**src/rtl/pma_csr_pkg.sv**
```systemverilog
// Definitions for the PMA CSR port and access requests, imported by the PMA RTL and its users
`default_nettype none

package pma_csr_pkg;

  typedef logic [11:0] csr_addr_t;  // Full CSR address
  typedef logic [31:0] word_t;      // Data word and byte address

  // Wider access compares greater
  typedef enum logic [1:0] {
    acc_byte           = 2'b00,
    acc_half           = 2'b01,
    acc_word           = 2'b10,
    acc_width_reserved = 2'b11
  } acc_width_e;

  typedef struct packed {
    csr_addr_t addr;    // Upper bits pick the window
    word_t     wdata;   // Raw value before WARL
    logic      active;  // Write strobe
  } csr_req_t;

  typedef struct packed {
    logic  ack;    // Address lies in the PMA window
    word_t rdata;  // Current register content
  } csr_rsp_t;

  // One data access and one fetch per cycle
  typedef struct packed {
    word_t      daddr;
    word_t      iaddr;
    logic       ren;      // Load
    logic       wen;      // Store
    logic       xen;      // Instruction fetch
    acc_width_e d_width;
    acc_width_e i_width;
  } access_req_t;

  typedef struct packed {
    logic load;
    logic store;
    logic fetch;
  } pma_fault_t;

endpackage

`default_nettype wire

```
**src/rtl/pma_types_pkg.sv**
```systemverilog
// PMA configuration layout, reservability codes and reset memory map used by the PMA RTL
`default_nettype none

package pma_types_pkg;

  localparam int PMA_NUM_REGIONS = 16;

  typedef logic [$clog2(PMA_NUM_REGIONS)-1:0] region_idx_t;  // One 256 MB region

  // LR/SC reservability of a slice
  typedef enum logic [1:0] {
    rsrv_none         = 2'b00,
    rsrv_non_eventual = 2'b01,
    rsrv_eventual     = 2'b10,
    rsrv_reserved     = 2'b11
  } rsrv_e;

  // Configuration of one 128 MB slice
  typedef struct packed {
    logic [1:0]              reserved_hi;  // Bits 15:14
    logic                    W;
    logic                    R;
    pma_csr_pkg::acc_width_e AccWidth;     // Widest legal access
    logic                    X;
    logic                    idempotent;
    logic                    cacheable;
    logic                    coherent;
    logic [1:0]              amo_class;    // Atomic support level
    logic [1:0]              reserved_lo;  // Bits 3:2
    rsrv_e                   Rsrv;
  } pma_cfg_t;

  // Address bit 27 picks the half
  typedef struct packed {
    pma_cfg_t pma_cfg_1;
    pma_cfg_t pma_cfg_0;
  } pma_reg_t;

  localparam pma_cfg_t PMA_CFG_RAM = 16'h3BF1;  // RWX word, cached, LR/SC
  localparam pma_cfg_t PMA_CFG_ROM = 16'h1BF1;  // Same as RAM without W
  localparam pma_cfg_t PMA_CFG_IO  = 16'h3B30;  // Uncached, no reservations

  // Regions 0 to 7 are RAM with a ROM lower half in region 0
  function automatic pma_reg_t pma_reset_reg(region_idx_t idx);
    pma_reg_t reg_val;
    if (idx >= region_idx_t'(PMA_NUM_REGIONS / 2)) begin
      reg_val.pma_cfg_1 = PMA_CFG_IO;
      reg_val.pma_cfg_0 = PMA_CFG_IO;
    end else begin
      reg_val.pma_cfg_1 = PMA_CFG_RAM;
      reg_val.pma_cfg_0 = PMA_CFG_RAM;
    end
    if (idx == '0) begin
      reg_val.pma_cfg_0 = PMA_CFG_ROM;  // Boot ROM slice
    end
    return reg_val;
  endfunction

endpackage

`default_nettype wire

```
**src/rtl/pma_access_check.sv**
```systemverilog
// Prioritized PMA fault check of one data access and one fetch against their slice configs
`timescale 1ns/1ps
`default_nettype none

module pma_access_check (
  input  pma_csr_pkg::access_req_t  access_i,
  input  pma_types_pkg::pma_cfg_t   d_cfg_i,
  input  pma_types_pkg::pma_cfg_t   i_cfg_i,
  output pma_csr_pkg::pma_fault_t   fault_o
);

  import pma_csr_pkg::*;
  import pma_types_pkg::*;

  logic load_viol;
  logic store_viol;
  logic fetch_viol;

  // Enabled access lacking permission or wider than the slice allows
  function automatic logic violates(logic en, logic perm, acc_width_e width, pma_cfg_t cfg);
    return en && (!perm || (width > cfg.AccWidth));
  endfunction

  assign load_viol  = violates(access_i.ren, d_cfg_i.R, access_i.d_width, d_cfg_i);
  assign store_viol = violates(access_i.wen, d_cfg_i.W, access_i.d_width, d_cfg_i);
  assign fetch_viol = violates(access_i.xen, i_cfg_i.X, access_i.i_width, i_cfg_i);

  // Load beats store beats fetch
  always_comb begin
    fault_o = '0;
    if (load_viol) begin
      fault_o.load = 1'b1;
    end else if (store_viol) begin
      fault_o.store = 1'b1;
    end else if (fetch_viol) begin
      fault_o.fetch = 1'b1;
    end
  end

  // At most one fault and only with its own enable
  always_comb begin
    assert final ($onehot0(fault_o) &&
                  (!fault_o.load  || access_i.ren) &&
                  (!fault_o.store || access_i.wen) &&
                  (!fault_o.fetch || access_i.xen))
      else $error("pma_access_check: illegal fault vector %b", fault_o);
  end

endmodule

`default_nettype wire

```
**src/rtl/pma_csr_port.sv**
```systemverilog
// CSR side of the PMA unit that decodes the window, legalizes writes and returns read data
`timescale 1ns/1ps
`default_nettype none

module pma_csr_port #(
  parameter logic [7:0] PMA_CSR_BASE = 8'hBC  // Upper CSR address bits of the window
) (
  input  pma_csr_pkg::csr_req_t       csr_req_i,
  output pma_csr_pkg::csr_rsp_t       csr_rsp_o,
  output logic                        wr_en_o,
  output pma_types_pkg::region_idx_t  csr_idx_o,
  output pma_types_pkg::pma_reg_t     wr_data_o,
  input  pma_types_pkg::pma_reg_t     rd_data_i
);

  import pma_csr_pkg::*;
  import pma_types_pkg::*;

  localparam int IDX_W = $bits(region_idx_t);

  logic     in_window;
  pma_reg_t raw_val;

  // WARL fix-up of one half
  function automatic pma_cfg_t legalize_cfg(pma_cfg_t cfg);
    pma_cfg_t legal;
    legal = cfg;
    if (cfg.Rsrv == rsrv_reserved) begin
      legal.Rsrv = rsrv_none;
    end
    if (cfg.AccWidth == acc_width_reserved) begin
      legal.AccWidth = acc_word;
    end
    return legal;
  endfunction

  assign in_window = (csr_req_i.addr[11:IDX_W] == PMA_CSR_BASE);
  assign raw_val   = pma_reg_t'(csr_req_i.wdata);

  // Index drives both the read mux and the write target
  assign csr_idx_o = csr_req_i.addr[IDX_W-1:0];
  assign wr_en_o   = in_window & csr_req_i.active;

  // Halves are legalized independently
  always_comb begin
    wr_data_o.pma_cfg_1 = legalize_cfg(raw_val.pma_cfg_1);
    wr_data_o.pma_cfg_0 = legalize_cfg(raw_val.pma_cfg_0);
  end

  always_comb begin
    csr_rsp_o.ack   = in_window;         // Reads need no strobe
    csr_rsp_o.rdata = word_t'(rd_data_i);
  end

  // A write is acknowledged and never alters the permission bits
  always_comb begin
    if (wr_en_o) begin
      assert final (csr_rsp_o.ack &&
                    (wr_data_o.pma_cfg_1.R == raw_val.pma_cfg_1.R) &&
                    (wr_data_o.pma_cfg_1.W == raw_val.pma_cfg_1.W) &&
                    (wr_data_o.pma_cfg_1.X == raw_val.pma_cfg_1.X) &&
                    (wr_data_o.pma_cfg_0.R == raw_val.pma_cfg_0.R) &&
                    (wr_data_o.pma_cfg_0.W == raw_val.pma_cfg_0.W) &&
                    (wr_data_o.pma_cfg_0.X == raw_val.pma_cfg_0.X))
        else $error("pma_csr_port: bad write to index %0d", csr_idx_o);
    end
  end

endmodule

`default_nettype wire

```
**src/rtl/pma_reg_file.sv**
```systemverilog
// Sixteen PMA registers with reset map, one CSR write port and two region lookup ports
`timescale 1ns/1ps
`default_nettype none

module pma_reg_file (
  input  logic                        CLK,
  input  logic                        nRST,
  input  logic                        wr_en_i,
  input  pma_types_pkg::region_idx_t  csr_idx_i,
  input  pma_types_pkg::pma_reg_t     wr_data_i,
  output pma_types_pkg::pma_reg_t     rd_data_o,
  input  pma_csr_pkg::word_t          daddr_i,
  input  pma_csr_pkg::word_t          iaddr_i,
  output pma_types_pkg::pma_cfg_t     d_cfg_o,
  output pma_types_pkg::pma_cfg_t     i_cfg_o
);

  import pma_csr_pkg::*;
  import pma_types_pkg::*;

  pma_reg_t [PMA_NUM_REGIONS-1:0] pma_regs;
  region_idx_t                    d_idx;
  region_idx_t                    i_idx;

  // Region from the top address bits
  function automatic region_idx_t region_of(word_t addr);
    return addr[31:28];
  endfunction

  function automatic pma_cfg_t pick_half(pma_reg_t reg_val, logic upper);
    pma_cfg_t cfg;
    if (upper) begin
      cfg = reg_val.pma_cfg_1;
    end else begin
      cfg = reg_val.pma_cfg_0;
    end
    return cfg;
  endfunction

  function automatic logic cfg_legal(pma_cfg_t cfg);
    return (cfg.Rsrv != rsrv_reserved) && (cfg.AccWidth != acc_width_reserved);
  endfunction

  always_ff @(posedge CLK, negedge nRST) begin
    if (!nRST) begin
      for (int i = 0; i < PMA_NUM_REGIONS; i++) begin
        pma_regs[i] <= pma_reset_reg(region_idx_t'(i));
      end
    end else if (wr_en_i) begin
      pma_regs[csr_idx_i] <= wr_data_i;  // Already legalized
    end
  end

  assign rd_data_o = pma_regs[csr_idx_i];

  // Bit 27 splits each region into two 128 MB slices
  assign d_idx   = region_of(daddr_i);
  assign i_idx   = region_of(iaddr_i);
  assign d_cfg_o = pick_half(pma_regs[d_idx], daddr_i[27]);
  assign i_cfg_o = pick_half(pma_regs[i_idx], iaddr_i[27]);

  // Reset map and every legalized write keep all stored halves free of reserved codes
  for (genvar g = 0; g < PMA_NUM_REGIONS; g++) begin : g_legal_chk
    assert property (@(posedge CLK) disable iff (!nRST)
      cfg_legal(pma_regs[g].pma_cfg_1) && cfg_legal(pma_regs[g].pma_cfg_0))
      else $error("pma_reg_file: region %0d holds a reserved code", g);
  end

endmodule

`default_nettype wire

```
**src/rtl/pma_unit.sv**
```systemverilog
// PMA unit top level joining CSR port, register file and access checker for the core
`timescale 1ns/1ps
`default_nettype none

module pma_unit #(
  parameter logic [7:0] PMA_CSR_BASE = 8'hBC  // CSR window base
) (
  input  logic                      CLK,
  input  logic                      nRST,
  input  pma_csr_pkg::csr_req_t     csr_req_i,
  output pma_csr_pkg::csr_rsp_t     csr_rsp_o,
  input  pma_csr_pkg::access_req_t  access_i,
  output pma_csr_pkg::pma_fault_t   fault_o
);

  import pma_types_pkg::*;

  logic        wr_en;
  region_idx_t csr_idx;   // Shared read and write index
  pma_reg_t    wr_data;
  pma_reg_t    rd_data;
  pma_cfg_t    d_cfg;
  pma_cfg_t    i_cfg;

  pma_csr_port #(
    .PMA_CSR_BASE (PMA_CSR_BASE)
  ) u_csr_port (
    .csr_req_i (csr_req_i),
    .csr_rsp_o (csr_rsp_o),
    .wr_en_o   (wr_en),
    .csr_idx_o (csr_idx),
    .wr_data_o (wr_data),
    .rd_data_i (rd_data)
  );

  pma_reg_file u_reg_file (
    .CLK       (CLK),
    .nRST      (nRST),
    .wr_en_i   (wr_en),
    .csr_idx_i (csr_idx),
    .wr_data_i (wr_data),
    .rd_data_o (rd_data),
    .daddr_i   (access_i.daddr),
    .iaddr_i   (access_i.iaddr),
    .d_cfg_o   (d_cfg),
    .i_cfg_o   (i_cfg)
  );

  pma_access_check u_access_check (
    .access_i (access_i),
    .d_cfg_i  (d_cfg),
    .i_cfg_i  (i_cfg),
    .fault_o  (fault_o)
  );

endmodule

`default_nettype wire
```
**config.mk**
```make
export PLATFORM = sky130hd
export DESIGN_NAME = pma_unit
export DESIGN_NICKNAME = d
export VERILOG_FILES = /design/src/rtl/pma_csr_pkg.sv /design/src/rtl/pma_types_pkg.sv /design/src/rtl/pma_access_check.sv /design/src/rtl/pma_csr_port.sv /design/src/rtl/pma_reg_file.sv /design/src/rtl/pma_unit.sv
export SDC_FILE = /design/constraint.sdc
export NUM_CORES = 1
export LEC_CHECK = 0
export BUFFER_PORTS_ARGS = -buffer_cell sky130_fd_sc_hd__buf_4
export CAP_MARGIN = 20
export CELL_PAD_IN_SITES_DETAIL_PLACEMENT = 1
export CELL_PAD_IN_SITES_GLOBAL_PLACEMENT = 1
export CORE_ASPECT_RATIO = 1.75
export CORE_MARGIN = 1.5
export CORE_UTILIZATION = 40
export DETAILED_ROUTE_END_ITERATION = 8
export GPL_ROUTABILITY_DRIVEN = 0
export PLACE_DENSITY_LB_ADDON = 0.12
export SETUP_SLACK_MARGIN = 0.5
export SYNTH_ARGS = -nofsm -noshare
export SYNTH_HDL_FRONTEND = slang
export SYNTH_HIERARCHICAL = 1
export SYNTH_SLANG_ARGS = --single-unit
```
**constraint.sdc**
```tcl
create_clock -name CLK -period 8.9 [get_ports CLK]
set_input_delay 1.335 -clock CLK [delete_from_list [all_inputs] [get_ports CLK]]
set_output_delay 1.335 -clock CLK [all_outputs]
set_load 0.05 [all_outputs]
```
Yosys cells after proc, flatten, opt, wreduce, memory -nomap -nowiden
Index checks and enable logic that the tools add are counted.

storage, ports and cells
  output and inout port bits = 36
  flip-flop bits (word level) = 512
  input port bits = 118
  logic and storage cells = 394

operators by class
  muxes and demuxes = 20
  reduce and logical (&&, ||, !) cells = 10
  bitwise gates (word level) = 1
  equal/unequal tests = 5
  magnitude comparators = 6

operators with widths
  kind                                                                number
  bitwise mux 512 bit                                                 1
  binary-select mux 32 bit (select 4 bit)                             3
  demux 32 bit (select 4 bit)                                         1
  2-to-1 mux 32 bit                                                   2
  2-to-1 mux 30 bit                                                   1
  2-to-1 mux 28 bit                                                   1
  < comparator 4 x 5 -> 1 bit (second input constant)                 3
  2-to-1 mux 14 bit                                                   1
  2-to-1 mux 12 bit                                                   1
  2-to-1 mux 2 bit                                                    5
  equality test 2 bit (second input constant)                         4
  equality test 8 bit (second input constant)                         1
  greater-or-equal comparator 4 x 1 -> 1 bit (second input constant)  1
  > comparator 2 bit                                                  2
  logical AND 1 bit                                                   4
  2-to-1 mux 1 bit                                                    4
  zero test 1 bit                                                     3
  logical OR 1 bit                                                    3
  AND 1 bit                                                           1

Logic depth before layout (Yosys ltp)
  depth after elaboration = 9
  gate-level depth with buffers = 13
  mapped depth without buffers = 10

Cells and area by module
Netlist, hierarchy kept.

by module, submodules not included
  module            sequential area each (sq um)  cells each  area each (sq um)  instances
  pma_reg_file      13,151.4                      2,469       32,019.5           1
  pma_csr_port      0.0                           75          574.3              1
  pma_access_check  0.0                           22          165.2              1

Worst setup path before layout
Ideal clock, no wire load.

  path type = input port to output port
  start point = input port access_i[68] (netlist name)
  end point = output port fault_o[0] (netlist name)
  buffers on the path = 4
  arrival = 4.437 ns
  data required time = 7.565 ns
  path slack = 3.128 ns
  stages on the path = 13
  cell sequence = clkbuf_1 > buf_2 > buf_2 > buf_2 > mux2i_1 > nand2_1 > a31oi_1 > nand3_1 > inv_1 > ha_1 > nor2b_4 > o311a_1 > a2111oi_2

RTL lines
  what         line            RTL
  from (decl)  pma_unit.sv:12  input pma_csr_pkg::access_req_t access_i,
  to (decl)    pma_unit.sv:13  output pma_csr_pkg::pma_fault_t fault_o

==> results by group <==
Status
  – Status: finished, final reports clean

Global route
  – Initial antenna violation count: 1
  – First-pass GRT wire length: 110900 um
  – Vias in the first global route: 16.62k
  – Gr ovfl total: 0
  – Gr usage total: 0.2227
  – Pin count of the biggest net entering global routing: 158

CTS
  – Root Buffer Master: clkbuf_16
  – Post-CTS Setup Inserts: 0
  – Clock Sinks: 512
  – CTS resizes: 0
  – Worst-Skew Late Latency: 0.59 ns
  – CTS tree: yes
  – Clock buffer depth: 3
  – Htree depth: 2
  – Hold-fix buffers at CTS: 0
  – CTS clk-pin slew, worst paths: 0.06 ns
  – TritonCTS buffer count: 52

Synth
  – Cell area after synthesis: 26410 sq um
  – Syn avg cell area: 14.79 sq um
  – Mapped Cells: 1785
  – Ys Warns: 6
  – Mapped Nets: 1907

Critical path
  – Crit path required time: 7.57 ns
  – Worst EP arrival: 4.67 ns
  – Critical path type: in2out
  – Worst setup EP type: output pin
  – Critical path launch point type: primary input
  – Crit path max fanout: 46

Cells and area
  – Registers with the most flip-flops: u_reg_file/pma_regs (512)
  – Fill cell count: 6350
  – Layout area overhead: 9.273%
  – Antenna Cells: 0
  – Register bank with the most flops: u_reg_file/pma_regs
  – Finished Cell Area: 28850 sq um
  – Post-layout nets: 1784
  – Fraction of layout cells with a size suffix above 1: 0.4701
  – Max reg flops: 512
  – Final Non-Filler Cells: 2586
  – Fin util: 0.4417

Placement
  – Port bufs: 99
  – Setup WS pre-CTS: 2.857 ns
  – Post-DP HPWL: 42950 um
  – DP Area: 26970 sq um
  – Inst Count DP: 2487

STA
  – Final setup violation count: 0
  – RSZ-0062 raised after global routing: no
  – Worst hold margin: 0.4808 ns
  – Worst slew pin tran: 1.093 ns
  – Fin Clk Skew: 0 ns
  – F_max: 0.1665 GHz
  – Max-slew headroom: 0.2695
  – Final Cycle Share: 0.6750
  – Fin. Hold Viols: 0
  – Setup TNS: 0 ns
  – Tmin final: 6.007 ns
  – Max Transition Viols Final: 0
  – Final worst slack: 2.893 ns

Drt
  – Via density: 5.659
  – Initial DRC count: 591
  – DRC: 0
  – Vias: 14.63k
  – ANT nets after route: 0
  – Drt pass-1 iters: 4
  – WL/cell: 28.09 um
  – Drt total wl: 72650 um

Floorplanning
  – Die Span Y: 342.9 um
  – Starting Density: 0.4043
  – Core footprint: 65320 sq um
  – # IOs: 154
  – Die ar.: 67620 sq um
  – Chip width: 197.2 um
  – FP Rows: 124

Power and ir drop
  – Design Power: 5.017 mW
  – Leakage: 13.09 nW
  – IR drop worst, VDD: 149.0 uV
  – PwrDens: 173.9 nW/um^2

Hold path
  – Hold Path Class: reg2reg

Flow run
  – Max-cap violations: 0
==> path summary, 6_finish.rpt <==
check,startpoint,end,slack (ns),depth (start not counted)
max,access_i[68],fault_o[0],2.89,12
min,u_reg_file/pma_regs[111],u_reg_file/pma_regs[111],0.48,1
max reg2reg,u_reg_file/pma_regs[282],u_reg_file/pma_regs[282],8.06,1
min reg2reg,u_reg_file/pma_regs[111],u_reg_file/pma_regs[111],0.48,1
max in group asynchronous,nRST,u_reg_file/pma_regs[10],6.26,3
min in group asynchronous,nRST,u_reg_file/pma_regs[147],0.79,1
==> cell usage in the layout (no fill, tap or decap), types with 7 or more instances in the layout <==
cell type / n
nand2_1: 17
a31oi_1: 7
dfrtp_1: 241
clkbuf_8: 15
clkbuf_16: 54
nand4_1: 7
a22oi_1: 28
nor3_1: 7
mux4_2: 160
buf_4: 131
dfstp_2: 271
nand3_1: 17
mux2_1: 385
a22o_1: 14
mux2_2: 127
nor2_4: 9
a21oi_1: 14
clkbuf_1: 12
mux2i_1: 112
nor2b_1: 12
==> per-layer routing <==
metal | share of wire | vias up | track usage
met5 | 0.00014 | - | 0
met4 | 0.024 | 2 | 0.05996
met3 | 0.032 | 88 | 0.02762
met2 | 0.52 | 230 | 0.3936
met1 | 0.42 | 8133 | 0.2871
li1 | - | 6180 | -
==> layout make-up <==
| class | instances | area, sq um | share of cell area |
|---|---|---|---|
| well taps | 882 | 1104 | 0.03825 |
| clock buffers | 81 | 1603 | 0.05555 |
| flip-flops and latches | 512 | 13150 | 0.4558 |
| multi-input cells | 952 | 11660 | 0.4041 |
| inverters | 8 | 30.03 | 0.001041 |
| clock inverters | 15 | 242.7 | 0.008412 |
| repair buffers | 136 | 1065 | 0.03690 |
==> where the power goes <==
group / switching (mW) / internal (mW)
combinational: 0.202 / 0.101
sequential: 0.00557 / 2.35
clock: 0.950 / 1.41
==> critical path, cell delays in order <==
cell and delay (ns):
buf_4 0.62, buf_4 0.47, mux2i_1 0.24, a22oi_1 0.10
a31oi_1 0.26, nand3_1 0.13, inv_1 0.08, ha_1 0.25
nor2b_4 0.14, o311a_1 0.31, a2111oi_2 0.35, buf_4 0.26
Power figures use the tool's default switching activity.
